### config.mk
export PLATFORM = sky130hd
export DESIGN_NAME = npc_bridge_flat
export DESIGN_NICKNAME = d
export VERILOG_FILES = /design/src/design/npc_pkg.sv /design/src/design/axi_if.sv /design/src/design/npc_bridge.sv /design/src/flat_wrapper.sv
export SDC_FILE = /design/constraint.sdc
export NUM_CORES = 1
export LEC_CHECK = 0
export BUFFER_PORTS_ARGS = -buffer_cell sky130_fd_sc_hd__buf_2
export CAP_MARGIN = 20
export CELL_PAD_IN_SITES_DETAIL_PLACEMENT = 0
export CELL_PAD_IN_SITES_GLOBAL_PLACEMENT = 1
export CORE_AREA = 2 2 111 113
export CTS_CLUSTER_DIAMETER = 200
export DETAILED_ROUTE_END_ITERATION = 6
export DIE_AREA = 0 0 113 115
export GPL_ROUTABILITY_DRIVEN = 0
export PLACE_DENSITY = 0.88
export SKIP_LAST_GASP = 1
export SLEW_MARGIN = 0
export SYNTH_ARGS = -nofsm -noshare
export SYNTH_HDL_FRONTEND = slang
export SYNTH_SLANG_ARGS = --single-unit
### constraint.sdc
create_clock -name clock -period 16.3 [get_ports clock]
set_input_delay 0.815 -clock clock [delete_from_list [all_inputs] [get_ports clock]]
set_output_delay 0.815 -clock clock [all_outputs]
set_load 0.02 [all_outputs]
### src/design/npc_pkg.sv
`default_nettype none

package npc_pkg;

    //////////////////////////////////////////////////////////////////////
    // Memory and bus geometry.
    //////////////////////////////////////////////////////////////////////

    localparam int MEM_WORDS = 1024;
    localparam int ADDR_W    = 32;
    localparam int DATA_W    = 32;
    localparam int STRB_W    = DATA_W / 8;
    localparam int LEN_W     = 8;
    localparam int IDX_W     = $clog2(MEM_WORDS);

    typedef enum logic [1:0] {
        BURST_FIXED = 2'b00,
        BURST_INCR  = 2'b01,
        BURST_WRAP  = 2'b10
    } burst_e;

    // Numeric order follows severity, so merging can compare values.
    typedef enum logic [1:0] {
        RESP_OKAY   = 2'b00,
        RESP_SLVERR = 2'b10,
        RESP_DECERR = 2'b11
    } resp_e;

    typedef enum logic [2:0] {
        BR_IDLE,
        BR_AR,
        BR_R,
        BR_AW,
        BR_W,
        BR_B
    } bridge_state_e;

    typedef enum logic {
        RD_IDLE,
        RD_BEAT
    } rd_state_e;

    typedef enum logic [1:0] {
        WR_IDLE,
        WR_DATA,
        WR_RESP
    } wr_state_e;

    //////////////////////////////////////////////////////////////////////
    // Burst check shared by both RAM channel engines.
    //////////////////////////////////////////////////////////////////////

    function automatic resp_e burst_resp(
        input logic [ADDR_W-1:0] addr,
        input logic [LEN_W-1:0]  len,
        input burst_e            burst
    );
        logic [ADDR_W-2:0] first_word;
        logic [ADDR_W-2:0] last_word;
        first_word = (ADDR_W-1)'(addr[ADDR_W-1:2]);
        last_word  = first_word;
        if (burst == BURST_INCR) begin
            last_word = first_word + (ADDR_W-1)'(len);
        end
        // WRAP and the reserved encoding.
        if (burst != BURST_FIXED && burst != BURST_INCR) begin
            return RESP_SLVERR;
        end
        if (last_word >= (ADDR_W-1)'(MEM_WORDS)) begin
            return RESP_DECERR;
        end
        return RESP_OKAY;
    endfunction

endpackage

`default_nettype wire

### src/design/axi_if.sv
`timescale 1ns/1ps
`default_nettype none

interface axi_if;
    import npc_pkg::*;

    // Read address.
    logic [ADDR_W-1:0] araddr;
    logic [LEN_W-1:0]  arlen;
    burst_e            arburst;
    logic              arvalid;
    logic              arready;

    // Write address.
    logic [ADDR_W-1:0] awaddr;
    logic [LEN_W-1:0]  awlen;
    burst_e            awburst;
    logic              awvalid;
    logic              awready;

    // Write data.
    logic [DATA_W-1:0] wdata;
    logic [STRB_W-1:0] wstrb;
    logic              wlast;
    logic              wvalid;
    logic              wready;

    // Read data.
    logic [DATA_W-1:0] rdata;
    resp_e             rresp;
    logic              rlast;
    logic              rvalid;
    logic              rready;

    // Write response.
    resp_e             bresp;
    logic              bvalid;
    logic              bready;

    modport master (
        output araddr, arlen, arburst, arvalid,
        input  arready,
        output awaddr, awlen, awburst, awvalid,
        input  awready,
        output wdata, wstrb, wlast, wvalid,
        input  wready,
        input  rdata, rresp, rlast, rvalid,
        output rready,
        input  bresp, bvalid,
        output bready
    );

    modport slave (
        input  araddr, arlen, arburst, arvalid,
        output arready,
        input  awaddr, awlen, awburst, awvalid,
        output awready,
        input  wdata, wstrb, wlast, wvalid,
        output wready,
        output rdata, rresp, rlast, rvalid,
        input  rready,
        output bresp, bvalid,
        input  bready
    );

endinterface

`default_nettype wire

### src/design/npc_bridge.sv
`timescale 1ns/1ps
`default_nettype none

module npc_bridge (
    input  logic                       clock,
    input  logic                       rst,
    input  logic                       cmd_start,
    input  logic                       cmd_write,
    input  logic [npc_pkg::ADDR_W-1:0] cmd_addr,
    input  logic [npc_pkg::LEN_W-1:0]  cmd_len,
    input  npc_pkg::burst_e            cmd_burst,
    input  logic [npc_pkg::DATA_W-1:0] wbeat_data,
    input  logic [npc_pkg::STRB_W-1:0] wbeat_strb,
    output logic                       wbeat_take,
    input  logic                       rbeat_ready,
    output logic                       rbeat_valid,
    output logic [npc_pkg::DATA_W-1:0] rbeat_data,
    output logic                       busy,
    output logic                       cmd_done,
    output npc_pkg::resp_e             cmd_resp,
    axi_if.master                      axi
);
    import npc_pkg::*;

    bridge_state_e     state_q;
    logic [ADDR_W-1:0] addr_q;
    logic [LEN_W-1:0]  len_q;
    burst_e            burst_q;
    logic [LEN_W-1:0]  beat_q;
    resp_e             worst_q;
    resp_e             rd_merged;
    logic              w_fire;
    logic              r_fire;

    assign w_fire    = axi.wvalid && axi.wready;
    assign r_fire    = axi.rvalid && axi.rready;
    // Worst of the responses so far and the current beat.
    assign rd_merged = (axi.rresp > worst_q) ? axi.rresp : worst_q;

    //////////////////////////////////////////////////////////////////////
    // Channel outputs.
    //////////////////////////////////////////////////////////////////////

    assign axi.arvalid = (state_q == BR_AR);
    assign axi.araddr  = addr_q;
    assign axi.arlen   = len_q;
    assign axi.arburst = burst_q;

    assign axi.awvalid = (state_q == BR_AW);
    assign axi.awaddr  = addr_q;
    assign axi.awlen   = len_q;
    assign axi.awburst = burst_q;

    // Write data comes straight from the source, pulled by wbeat_take.
    assign axi.wvalid  = (state_q == BR_W);
    assign axi.wdata   = wbeat_data;
    assign axi.wstrb   = wbeat_strb;
    assign axi.wlast   = (beat_q == len_q);
    assign wbeat_take  = w_fire;

    assign axi.rready  = rbeat_ready;
    assign rbeat_valid = r_fire;
    assign rbeat_data  = axi.rdata;

    assign axi.bready  = (state_q == BR_B);
    assign busy        = (state_q != BR_IDLE);

    //////////////////////////////////////////////////////////////////////
    // Command FSM.
    //////////////////////////////////////////////////////////////////////

    always_ff @(posedge clock) begin
        if (rst) begin
            state_q  <= BR_IDLE;
            beat_q   <= '0;
            worst_q  <= RESP_OKAY;
            cmd_done <= 1'b0;
            cmd_resp <= RESP_OKAY;
        end else begin
            cmd_done <= 1'b0;
            case (state_q)
                BR_IDLE: begin
                    if (cmd_start) begin
                        state_q <= cmd_write ? BR_AW : BR_AR;
                        beat_q  <= '0;
                        worst_q <= RESP_OKAY;
                    end
                end
                BR_AR: begin
                    if (axi.arready) begin
                        state_q <= BR_R;
                    end
                end
                BR_R: begin
                    if (r_fire) begin
                        worst_q <= rd_merged;
                        if (axi.rlast) begin
                            state_q  <= BR_IDLE;
                            cmd_done <= 1'b1;
                            cmd_resp <= rd_merged;
                        end
                    end
                end
                BR_AW: begin
                    if (axi.awready) begin
                        state_q <= BR_W;
                    end
                end
                BR_W: begin
                    if (w_fire) begin
                        beat_q <= beat_q + 1'b1;
                        if (axi.wlast) begin
                            state_q <= BR_B;
                        end
                    end
                end
                BR_B: begin
                    if (axi.bvalid) begin
                        state_q  <= BR_IDLE;
                        cmd_done <= 1'b1;
                        cmd_resp <= axi.bresp;
                    end
                end
                default: state_q <= BR_IDLE;
            endcase
        end
    end

    // Command fields.
    always_ff @(posedge clock) begin
        if (state_q == BR_IDLE && cmd_start) begin
            addr_q  <= cmd_addr;
            len_q   <= cmd_len;
            burst_q <= cmd_burst;
        end
    end

    a_ar_hold: assert property (@(posedge clock) disable iff (rst)
        axi.arvalid && !axi.arready |=> axi.arvalid);
    a_aw_hold: assert property (@(posedge clock) disable iff (rst)
        axi.awvalid && !axi.awready |=> axi.awvalid);

endmodule

`default_nettype wire

### src/flat_wrapper.sv
// flat-port wrapper written by rule: the top's interface ports become plain ports
module npc_bridge_flat import npc_pkg::*;
  (clock, rst, cmd_start, cmd_write, cmd_addr, cmd_len, cmd_burst, wbeat_data, wbeat_strb, wbeat_take, rbeat_ready, rbeat_valid, rbeat_data, busy, cmd_done, cmd_resp, axi_araddr, axi_arlen, axi_arburst, axi_arvalid, axi_arready, axi_awaddr, axi_awlen, axi_awburst, axi_awvalid, axi_awready, axi_wdata, axi_wstrb, axi_wlast, axi_wvalid, axi_wready, axi_rdata, axi_rresp, axi_rlast, axi_rvalid, axi_rready, axi_bresp, axi_bvalid, axi_bready);
  axi_if axi_i ();
  input  logic clock;
  input  logic rst;
  input  logic cmd_start;
  input  logic cmd_write;
  input  logic [npc_pkg::ADDR_W-1:0] cmd_addr;
  input  logic [npc_pkg::LEN_W-1:0] cmd_len;
  input  npc_pkg::burst_e cmd_burst;
  input  logic [npc_pkg::DATA_W-1:0] wbeat_data;
  input  logic [npc_pkg::STRB_W-1:0] wbeat_strb;
  output logic wbeat_take;
  input  logic rbeat_ready;
  output logic rbeat_valid;
  output logic [npc_pkg::DATA_W-1:0] rbeat_data;
  output logic busy;
  output logic cmd_done;
  output npc_pkg::resp_e cmd_resp;
  output wire logic [$bits(axi_i.araddr)-1:0] axi_araddr;
  output wire logic [$bits(axi_i.arlen)-1:0] axi_arlen;
  output wire logic [$bits(axi_i.arburst)-1:0] axi_arburst;
  output wire logic [$bits(axi_i.arvalid)-1:0] axi_arvalid;
  input wire logic [$bits(axi_i.arready)-1:0] axi_arready;
  output wire logic [$bits(axi_i.awaddr)-1:0] axi_awaddr;
  output wire logic [$bits(axi_i.awlen)-1:0] axi_awlen;
  output wire logic [$bits(axi_i.awburst)-1:0] axi_awburst;
  output wire logic [$bits(axi_i.awvalid)-1:0] axi_awvalid;
  input wire logic [$bits(axi_i.awready)-1:0] axi_awready;
  output wire logic [$bits(axi_i.wdata)-1:0] axi_wdata;
  output wire logic [$bits(axi_i.wstrb)-1:0] axi_wstrb;
  output wire logic [$bits(axi_i.wlast)-1:0] axi_wlast;
  output wire logic [$bits(axi_i.wvalid)-1:0] axi_wvalid;
  input wire logic [$bits(axi_i.wready)-1:0] axi_wready;
  input wire logic [$bits(axi_i.rdata)-1:0] axi_rdata;
  input wire logic [$bits(axi_i.rresp)-1:0] axi_rresp;
  input wire logic [$bits(axi_i.rlast)-1:0] axi_rlast;
  input wire logic [$bits(axi_i.rvalid)-1:0] axi_rvalid;
  output wire logic [$bits(axi_i.rready)-1:0] axi_rready;
  input wire logic [$bits(axi_i.bresp)-1:0] axi_bresp;
  input wire logic [$bits(axi_i.bvalid)-1:0] axi_bvalid;
  output wire logic [$bits(axi_i.bready)-1:0] axi_bready;
  assign axi_araddr = axi_i.araddr;
  assign axi_arlen = axi_i.arlen;
  assign axi_arburst = axi_i.arburst;
  assign axi_arvalid = axi_i.arvalid;
  assign axi_i.arready = axi_arready;
  assign axi_awaddr = axi_i.awaddr;
  assign axi_awlen = axi_i.awlen;
  assign axi_awburst = axi_i.awburst;
  assign axi_awvalid = axi_i.awvalid;
  assign axi_i.awready = axi_awready;
  assign axi_wdata = axi_i.wdata;
  assign axi_wstrb = axi_i.wstrb;
  assign axi_wlast = axi_i.wlast;
  assign axi_wvalid = axi_i.wvalid;
  assign axi_i.wready = axi_wready;
  assign axi_i.rdata = axi_rdata;
  assign axi_i.rresp = axi_rresp;
  assign axi_i.rlast = axi_rlast;
  assign axi_i.rvalid = axi_rvalid;
  assign axi_rready = axi_i.rready;
  assign axi_i.bresp = axi_bresp;
  assign axi_i.bvalid = axi_bvalid;
  assign axi_bready = axi_i.bready;
  npc_bridge u_core (.clock(clock), .rst(rst), .cmd_start(cmd_start), .cmd_write(cmd_write), .cmd_addr(cmd_addr), .cmd_len(cmd_len), .cmd_burst(cmd_burst), .wbeat_data(wbeat_data), .wbeat_strb(wbeat_strb), .wbeat_take(wbeat_take), .rbeat_ready(rbeat_ready), .rbeat_valid(rbeat_valid), .rbeat_data(rbeat_data), .busy(busy), .cmd_done(cmd_done), .cmd_resp(cmd_resp), .axi(axi_i));
endmodule
==> results.yml, run 1 <==
die:
  rows: 40
  ioPinCount: 289
  die_x_um: 113
  die_h_um: 115
  dieArea_sq_um: 13000
  start_util_pct: 27.32
  core_sq_um: 11810
sta:
  fin_setup_tns_ns: 0
  skew_ns: 0.008393
  worst_pin_slew_ns: 0.6019
  fin_crit_ns: 2.463
  finalCritPeriodShare_pct: 15.11
  max_slew_margin_pct: 58.73
  finalHoldViolations: 0
  finalSetupViolations: 0
  drv_slew: 0
  rsz0062_at_grt: "false"
  fmax_mhz: 406.0
  finalWorstSetupSlack_ns: 13.84
detailed_routing:
  finalWirelength_mm: 7.524
  drt-pass1-iter-count: 6
  wl_per_cell_um: 15.45
  first_iter_violations: 87
  drc: 20
  routed-via-count: 2050
  via_per_inst: 4.209
  ant_nets: 0
synth:
  synth_area_sq_um: 3227
  synth_cells: 290
  yosysWarnings: 0
  seq_area_frac_synth_pct: 49.01
  synth_area_per_cell_sq_um: 11.13
  synth_nets: 419
  ys_seq_elements: 58
  yosysUniqueCellTypes: 42
cells_and_area:
  final_core_util_pct: 30.46
  nets: 464
  multi_input_area_sq_um: 729.5
  drive_gt1_share_pct: 50.88
  most-common-layout-cells: "buf_2, edfxtp_1, nor2_1"
  final_common_cell: "buf_2"
  area_growth_pct: 11.48
  final_cells: 487
  fill_cells: 1217
  seqCellArea_sq_um: 1582
  antenna_cells: 0
clock_tree:
  cts_made_buffers: 9
  clockBufferDepth: 2
  cts-hold-fix-buffers: 0
  ctsResizeCount: 0
  cts_tree: "built"
  htree_num_levels: 3
  cts.root.buffer_cell: "clkbuf_16"
  cts.clk_slew.worst_paths_ns: 0.05
  cts_sinks: 58
  clock_latency_ns: 0.32
  cts_setup_buffers: 0
critical_path:
  r2r_slack_ns: 14.40
  cp_data_arrival_time_ns: 1.65
  crit_fanout: 14
  path_cells: "nor3b_1, and2_1, buf_2"
  crit_type: "register to output pin"
  cp.required_ns: 15.49
  critical_path.slowest_cell: "dfxtp_1"
  cpPeakStageDelay_ns: 0.59
  worstSetupEndpointType: "output pin"
  critPathLaunchType: "register"
pwr:
  finalPower_uw: 586.6
  leakage_nw: 1.547
  cellPowerDensity_nw_per_um2: 163.1
  max-vdd-ir-drop_mv: 0.07613
global_route:
  grt_pass1_wl_mm: 10.45
  grt_pass1_vias: 1828
  antenna_found_initial: 0
  grt_usage_pct: 10.88
  grt_max_degree: 46
  grt-ovfl-total: 0
placed_design:
  dp.cells: 471
  port_buffers: 152
  pre_cts_slack_ns: 14.15
  hpwl_mm: 6.057
run:
  drv_cap: 0
outcome:
  violations: "DRC"
  status: "finished with violations"
min_path:
  hp-class: "register to register"
[worst paths after layout]
| path | from | endpoint | depth (start not counted) |
|---|---|---|---|
| setup / recovery | u_core.state_q[2] | wbeat_take | 3 |
| hold / removal | u_core.cmd_resp[1] | u_core.cmd_resp[1] | 2 |
| setup reg to reg | u_core.state_q[1] | u_core.state_q[0] | 4 |
| hold reg to reg | u_core.cmd_resp[1] | u_core.cmd_resp[1] | 2 |
[sequential cells by signal (all words and copies together) (netlist names)]
signal and cells:
u_core.worst_q 2, u_core.state_q 3, u_core.cmd_resp 2, u_core.cmd_done 1, u_core.axi.arburst 2, u_core.axi.arlen 8
u_core.beat_q 8, u_core.axi.araddr 32
[area by class of cell]
cell class / instances / share of cell area, %
Multi-Input combinational cell: 104 / 20.28
Tap cell: 147 / 5.113
Inverter: 9 / 0.9391
Clock buffer: 13 / 7.235
Clock inverter: 3 / 1.113
Sequential cell: 58 / 43.97
Timing Repair Buffer: 153 / 21.36
[where the power goes]
part,switching (mW),internal [mW]
logic,0.122,0.0597
registers,0.0236,0.196
clock network,0.0594,0.126
total,0.205,0.382
[critical path, delay by kind of cell, from the launching register on]
family	cells	cell delay, ns
flops	1	0.59
simple gates	2	0.57
buf+inv	1	0.17
[cells in the mapped netlist (all sizes together)]
| library cell | count | area, sq um |
|---|---|---|
| buf | 117 | 880.8 |
| mux2i | 4 | 40.04 |
| or4bb | 1 | 11.26 |
| nand4b | 1 | 8.760 |
| o221ai | 1 | 15.01 |
| nor3b | 5 | 37.54 |
| a311o | 1 | 10.01 |
| o22ai | 1 | 6.260 |
| and2 | 2 | 12.51 |
| a31oi | 1 | 6.260 |
| or3b | 1 | 8.760 |
| nor2 | 17 | 63.81 |
| o211a | 1 | 10.01 |
| nand3b | 1 | 11.26 |
| nand4bb | 2 | 38.79 |
| nand3 | 3 | 15.01 |
| a21oi | 9 | 45.04 |
| nor4 | 3 | 18.77 |
| inv | 9 | 33.78 |
| nor2b | 3 | 18.77 |
| nand4 | 3 | 18.77 |
| a22o | 1 | 8.760 |
| nor4b | 1 | 8.760 |
| o21ai | 7 | 35.03 |
| edfxtp | 42 | 1261 |
| ha | 4 | 50.05 |
| a211oi | 1 | 7.510 |
| xnor2 | 12 | 105.1 |
| or3 | 4 | 25.02 |
| or2 | 2 | 12.52 |
| nand2b | 2 | 12.51 |
| a221oi | 1 | 15.01 |
| o31ai | 1 | 7.510 |
| nor4bb | 1 | 10.01 |
| nor3 | 2 | 10.01 |
| clkbuf | 2 | 7.510 |
| dfxtp | 16 | 320.3 |
| nand2 | 5 | 18.77 |
[routing by layer]
metal	global-route usage [%]	vias to the layer above	wire length, um
li1	-	973	-
met1	11.86	919	2799
met2	18.12	150	3706
met3	5.588	8	900
met4	4.228	0	117
met5	0	-	0
[cell families (layout without fill, tap and decap cells)]
group | after synthesis | after routing | share of synthesized area (%)
adder cells (fa/ha/maj) | 4 | 4 | 1.551
flip-flops | 58 | 58 | 49.01
multiplexers | 4 | 4 | 1.241
AND/OR/NAND/NOR | 59 | 59 | 11.21
XOR/XNOR | 12 | 12 | 3.257
AO/OA/AOI/OAI | 25 | 25 | 5.157
buffers and inverters | 128 | 178 | 28.58
[metrics by stage]
| step | instance area, sq um | hold WS, ns |
|---|---|---|
| after floorplan | 3227 | 0.4824 |
| after global placement | 3297 | 0.4920 |
| after detailed placement | 3297 | 0.4978 |
| after CTS | 3597 | 0.5043 |
| after global routing | 3597 | 0.5170 |
| final | 3597 | 0.4997 |
(Power assumes the default switching activity.)
==> run 2: changes to the inputs <==
--- a/config.mk
+++ b/config.mk
@@ -9,12 +9,12 @@
 export CAP_MARGIN = 20
 export CELL_PAD_IN_SITES_DETAIL_PLACEMENT = 0
 export CELL_PAD_IN_SITES_GLOBAL_PLACEMENT = 1
-export CORE_AREA = 2 2 111 113
+export CORE_MARGIN = 1
+export CORE_UTILIZATION = 26
 export CTS_CLUSTER_DIAMETER = 200
 export DETAILED_ROUTE_END_ITERATION = 6
-export DIE_AREA = 0 0 113 115
 export GPL_ROUTABILITY_DRIVEN = 0
-export PLACE_DENSITY = 0.88
+export PLACE_DENSITY = 0.85
 export SKIP_LAST_GASP = 1
 export SLEW_MARGIN = 0
 export SYNTH_ARGS = -nofsm -noshare
==> constraint.sdc (replaced) <==
create_clock -name clock -period 2.4 [get_ports clock]
set_input_delay 0.12 -clock clock [delete_from_list [all_inputs] [get_ports clock]]
set_output_delay 0.12 -clock clock [all_outputs]
set_load 0.02 [all_outputs]
==> results.yml, run 2 (synthesis gave the netlist of run 1 again) <==
outcome:
  status: "finished, final reports clean"
sta:
  rsz0062_at_grt: "false"
  finalWorstSetupSlack_ns: 0.5068
  fin_setup_tns_ns: 0
  fmax_mhz: 528.2
  drv_slew: 0
  fin_crit_ns: 1.893
  holdWs_ns: 0.07022
  worst_pin_slew_ns: 0.5687
  skew_ns: 0.003903
  finalSetupViolations: 0
  finalHoldViolations: 0
  max_slew_margin_pct: 61.00
  finalCritPeriodShare_pct: 78.89
clock_tree:
  clock_latency_ns: 0.32
  cts_sinks: 58
  htree_num_levels: 3
  cts.root.buffer_cell: "clkbuf_16"
  cts_setup_buffers: 0
  ctsResizeCount: 0
  cts.clk_slew.worst_paths_ns: 0.05
  cts_tree: "built"
  cts_made_buffers: 9
  clockBufferDepth: 2
critical_path:
  crit_type: "register to output pin"
  worstSetupEndpointType: "output pin"
  cp.required_ns: 2.28
  critPathLaunchType: "register"
  cp_data_arrival_time_ns: 1.77
  crit_fanout: 14
cells_and_area:
  antenna_cells: 0
  area_growth_pct: 26.52
  nets: 506
  final_core_util_pct: 33.85
  final_common_cell: "buf_2"
  drive_gt1_share_pct: 45.55
  largest_register_ffs: 32
  most-common-layout-cells: "buf_2, dlygate4sd3_1, edfxtp_1"
detailed_routing:
  first_iter_violations: 69
  routed-via-count: 2269
  drt-pass1-iter-count: 4
  drc: 0
  ant_nets: 0
  via_per_inst: 4.125
  wl_per_cell_um: 14.32
  finalWirelength_mm: 7.878
global_route:
  grt_pass1_vias: 2194
  grt_usage_pct: 12.06
  grt_pass1_wl_mm: 11.47
  grt_max_degree: 46
  antenna_found_initial: 0
  grt-ovfl-total: 0
pwr:
  finalPower_mw: 4.174
  leakage_nw: 1.733
  cellPowerDensity_nw_per_um2: 1022
  max-vdd-ir-drop_mv: 0.4553
die:
  core_sq_um: 12060
  dieArea_sq_um: 12860
  die_h_um: 113.4
  start_util_pct: 26.75
  die_x_um: 113.4
  ioPinCount: 289
  rows: 40
run:
  drv_cap: 0
min_path:
  hp-class: "input port to register"
placed_design:
  hpwl_mm: 5.946
  port_buffers: 152
  pre_cts_slack_ns: 0.5472
run 2: cell count changes in the layout (fill, tap and decap cells not counted), sizes merged:
cell         delta
bufinv          +1
dlygate4sd3    +42
clkinvlp        +2
inv             +1
clkbuf          -4
run 2: path summary, 6_finish.rpt:
kind                           start                 end  slack, ns  depth (start not counted)
setup / recovery   u_core.state_q[2]          wbeat_take       0.51                          3
hold / removal           axi_awready   u_core.state_q[2]       0.07                          3
setup reg to reg   u_core.state_q[1]   u_core.state_q[0]       0.53                          4
hold reg to reg   u_core.cmd_resp[1]  u_core.cmd_resp[1]       0.51                          2
run 2: final cells by class:
| type | count | area, sq um |
|---|---|---|
| flip-flops and latches | 58 | 1582 |
| inverters | 9 | 33.78 |
| clock buffers | 9 | 225.2 |
| well taps | 168 | 210.2 |
| multi-input cells | 104 | 738.2 |
| fillers | 1197 | 7979 |
| clock inverters | 7 | 92.59 |
| repair buffers | 195 | 1201 |
run 2: metal layers:
metal / wire length, um / share of wire, % / global-route usage [%] / vias up
met5: 0 / 0 / 0 / -
met2: 4131 / 52 / 21.35 / 154
met4: 120 / 1.5 / 6.316 / 0
met3: 627 / 8.0 / 4.251 / 18
met1: 2999 / 38 / 12.59 / 1039
li1: - / - / - / 1058
run 2: power breakdown:
group          internal [mW]  switching (mW)
Sequential              1.33           0.181
Clock                  0.905           0.456
Combinational          0.470           0.832
Total                   2.71            1.47
run 2: metrics by stage:
step	instance area, sq um	instances
after global routing	4083	550
after detailed placement	3344	492
after global placement	3344	492
final	4083	550
after floorplan	3256	290
after CTS	4073	549
run 2: timing repair:
action,in CTS,in global routing
hold endpoints to repair,41,1
hold buffers,41,1
setup endpoints to repair,0,0
run 2: critical path: stages (launching register included):
cell	delay [ns]
dfxtp_1	0.63
nor3b_1	0.44
and2_1	0.21
buf_2	0.17
==> run 3: changes to the inputs <==
--- a/config.mk
+++ b/config.mk
@@ -5,16 +5,17 @@
 export SDC_FILE = /design/constraint.sdc
 export NUM_CORES = 1
 export LEC_CHECK = 0
+export ABC_AREA = 1
 export BUFFER_PORTS_ARGS = -buffer_cell sky130_fd_sc_hd__buf_2
 export CAP_MARGIN = 20
 export CELL_PAD_IN_SITES_DETAIL_PLACEMENT = 0
 export CELL_PAD_IN_SITES_GLOBAL_PLACEMENT = 1
 export CORE_MARGIN = 1
-export CORE_UTILIZATION = 26
+export CORE_UTILIZATION = 25
 export CTS_CLUSTER_DIAMETER = 200
 export DETAILED_ROUTE_END_ITERATION = 6
 export GPL_ROUTABILITY_DRIVEN = 0
-export PLACE_DENSITY = 0.85
+export PLACE_DENSITY = 0.84
 export SKIP_LAST_GASP = 1
 export SLEW_MARGIN = 0
 export SYNTH_ARGS = -nofsm -noshare
==> constraint.sdc (replaced) <==
create_clock -name clock -period 1.9 [get_ports clock]
set_input_delay 0.095 -clock clock [delete_from_list [all_inputs] [get_ports clock]]
set_output_delay 0.095 -clock clock [all_outputs]
set_load 0.02 [all_outputs]
==> results.yml, run 3 <==
outcome:
  status: "finished, final reports clean"
synth:
  synth_cells: 326
  synth_ff_type: "edfxtp_1"
  synth.most_common_cell: "buf_4"
  synth-edff-count: 42
  ys_seq_elements: 58
  synthTopCellsByArea: "edfxtp_1, buf_4, dfxtp_1"
  seq_area_frac_synth_pct: 50.00
  synth_area_per_cell_sq_um: 9.703
  netlist.top_cell.by_area: "edfxtp_1"
  synth_nets: 455
  synth_area_sq_um: 3163
  synth_commonest_cells: "buf_4, nand2_1, edfxtp_1, inv_1, nor2_1"
  yosysUniqueCellTypes: 26
  yosysWarnings: 0
  synth_top_area_share_pct: 39.87
  synthArstFlopShare_pct: 0
sta:
  rsz0062_at_grt: "false"
  drv_slew: 0
  fin_setup_tns_ns: 0
  finalSetupViolations: 0
  holdWs_ns: 0.04287
  fmax_mhz: 594.5
  worst_pin_slew_ns: 0.3343
  fin_crit_ns: 1.682
  finalHoldViolations: 0
  finalCritPeriodShare_pct: 88.53
  max_slew_margin_pct: 77.63
  skew_ns: 0.007687
cells_and_area:
  most-common-layout-cells: "buf_2, nand2_1, dlygate4sd3_1, edfxtp_1, inv_1"
  area_growth_pct: 26.27
  final_cells: 592
  final_common_cell: "buf_2"
  post-route-cell-area_sq_um: 3994
  nets: 549
  largest_register_ffs: 32
  antenna_cells: 0
  drive_gt1_share_pct: 41.04
detailed_routing:
  ant_nets: 0
  drt-pass1-iter-count: 4
  first_iter_violations: 98
  routed-via-count: 2392
  via_per_inst: 4.041
  drc: 0
  wl_per_cell_um: 13.60
  finalWirelength_mm: 8.049
placed_design:
  placed_area_sq_um: 3317
  hpwl_mm: 5.968
  dp.cells: 535
  port_buffers: 152
clock_tree:
  cts_tree: "built"
  htree_num_levels: 3
  cts_made_buffers: 9
  cts_sinks: 58
  clock_latency_ns: 0.32
  cts.root.buffer_cell: "clkbuf_16"
  clockBufferDepth: 2
  cts.clk_slew.worst_paths_ns: 0.05
die:
  die_h_um: 114.5
  ioPinCount: 289
  dieArea_sq_um: 13110
  core_sq_um: 12160
  start_util_pct: 26.01
  rows: 40
  die_x_um: 114.5
run:
  drv_cap: 0
critical_path:
  cp_data_arrival_time_ns: 1.91
  cp.required_ns: 2.13
  crit_start: "u_core.state_q[2]"
  worstSetupEndpointType: "register"
  critPathLaunchType: "register"
  crit_type: "register to register"
  crit_fanout: 8
  regToRegStartpoint: "u_core.state_q[2]"
global_route:
  grt_pass1_vias: 2312
  grt_usage_pct: 11.85
  grt-ovfl-total: 0
  grt_pass1_wl_mm: 11.36
  antenna_found_initial: 0
  grt_max_degree: 43
pwr:
  finalPower_mw: 4.911
  leakage_nw: 1.830
  max-vdd-ir-drop_mv: 0.4835
  cellPowerDensity_nw_per_um2: 1230
min_path:
  hp-class: "input port to register"
  min_from: "axi_bresp[0]"
[run 3: worst paths after layout]
| check | cells after the start | to | slack (ns) |
|---|---|---|---|
| setup reg to reg | 7 | u_core.beat_q[5] | 0.22 |
| hold reg to reg | 2 | u_core.beat_q[7] | 0.51 |
| setup / recovery | 7 | u_core.beat_q[5] | 0.22 |
| hold / removal | 3 | u_core.cmd_resp[0] | 0.04 |
[run 3: logic make-up (layout without fill, tap and decap cells)]
family                   Yosys count  count (layout)  share of synthesized area, %
flip-flops                        58              58                         50.00
adder cells (fa/ha/maj)            4               4                         1.582
XOR/XNOR                           4               4                         1.108
AND/OR/NAND/NOR                   94              94                         12.94
buffers and inverters            143             241                         30.26
AO/OA/AOI/OAI                     23              23                         4.114
[run 3: repair_timing]
action | in CTS | in global routing
hold buffers | 42 | 0
hold endpoints to repair | 42 | 0
gates resized for setup | 0 | 1
setup buffers | 0 | 0
setup endpoints to repair | 0 | 3
[run 3: per-stage QoR]
stage	setup slack, ns	utilization (%)
after floorplan	0.1738	-
after global placement	0.3367	27.27
after detailed placement	0.2629	27.27
after CTS	0.1919	32.80
after global routing	0.03790	32.84
final	0.2179	32.84
[run 3: final cells by class]
type                            count  area [sq um]
Fill cell                        1259          8168
Sequential cell                    58          1582
Timing Repair Buffer              195          1201
Multi-Input combinational cell    125         629.4
Clock buffer                       10         229.0
Tap cell                          168         210.2
Inverter                           31         120.1
Clock inverter                      5         22.52
[run 3: routing by layer]
| metal | share of wire (%) | routed length, um | GRT usage (%) |
|---|---|---|---|
| met2 | 53 | 4291 | 22.10 |
| met5 | 0 | 0 | 0 |
| met3 | 9.9 | 797 | 4.870 |
| met1 | 34 | 2744 | 11.01 |
| met4 | 2.7 | 216 | 6.147 |
[run 3: critical path: stages, from the launching register on]
cell	delay (ns)
dfxtp_1	0.45
inv_2	0.12
nor3_4	0.28
nand2_1	0.14
nand2_2	0.14
nand2_1	0.12
o21ai_1	0.14
nor3b_1	0.20
[run 3: power breakdown]
| part | total [mW] | switching [mW] | internal [mW] |
|---|---|---|---|
| sequential | 1.86 | 0.182 | 1.67 |
| clock | 1.37 | 0.512 | 0.855 |
| combinational | 1.69 | 1.13 | 0.558 |
| total | 4.91 | 1.82 | 3.09 |
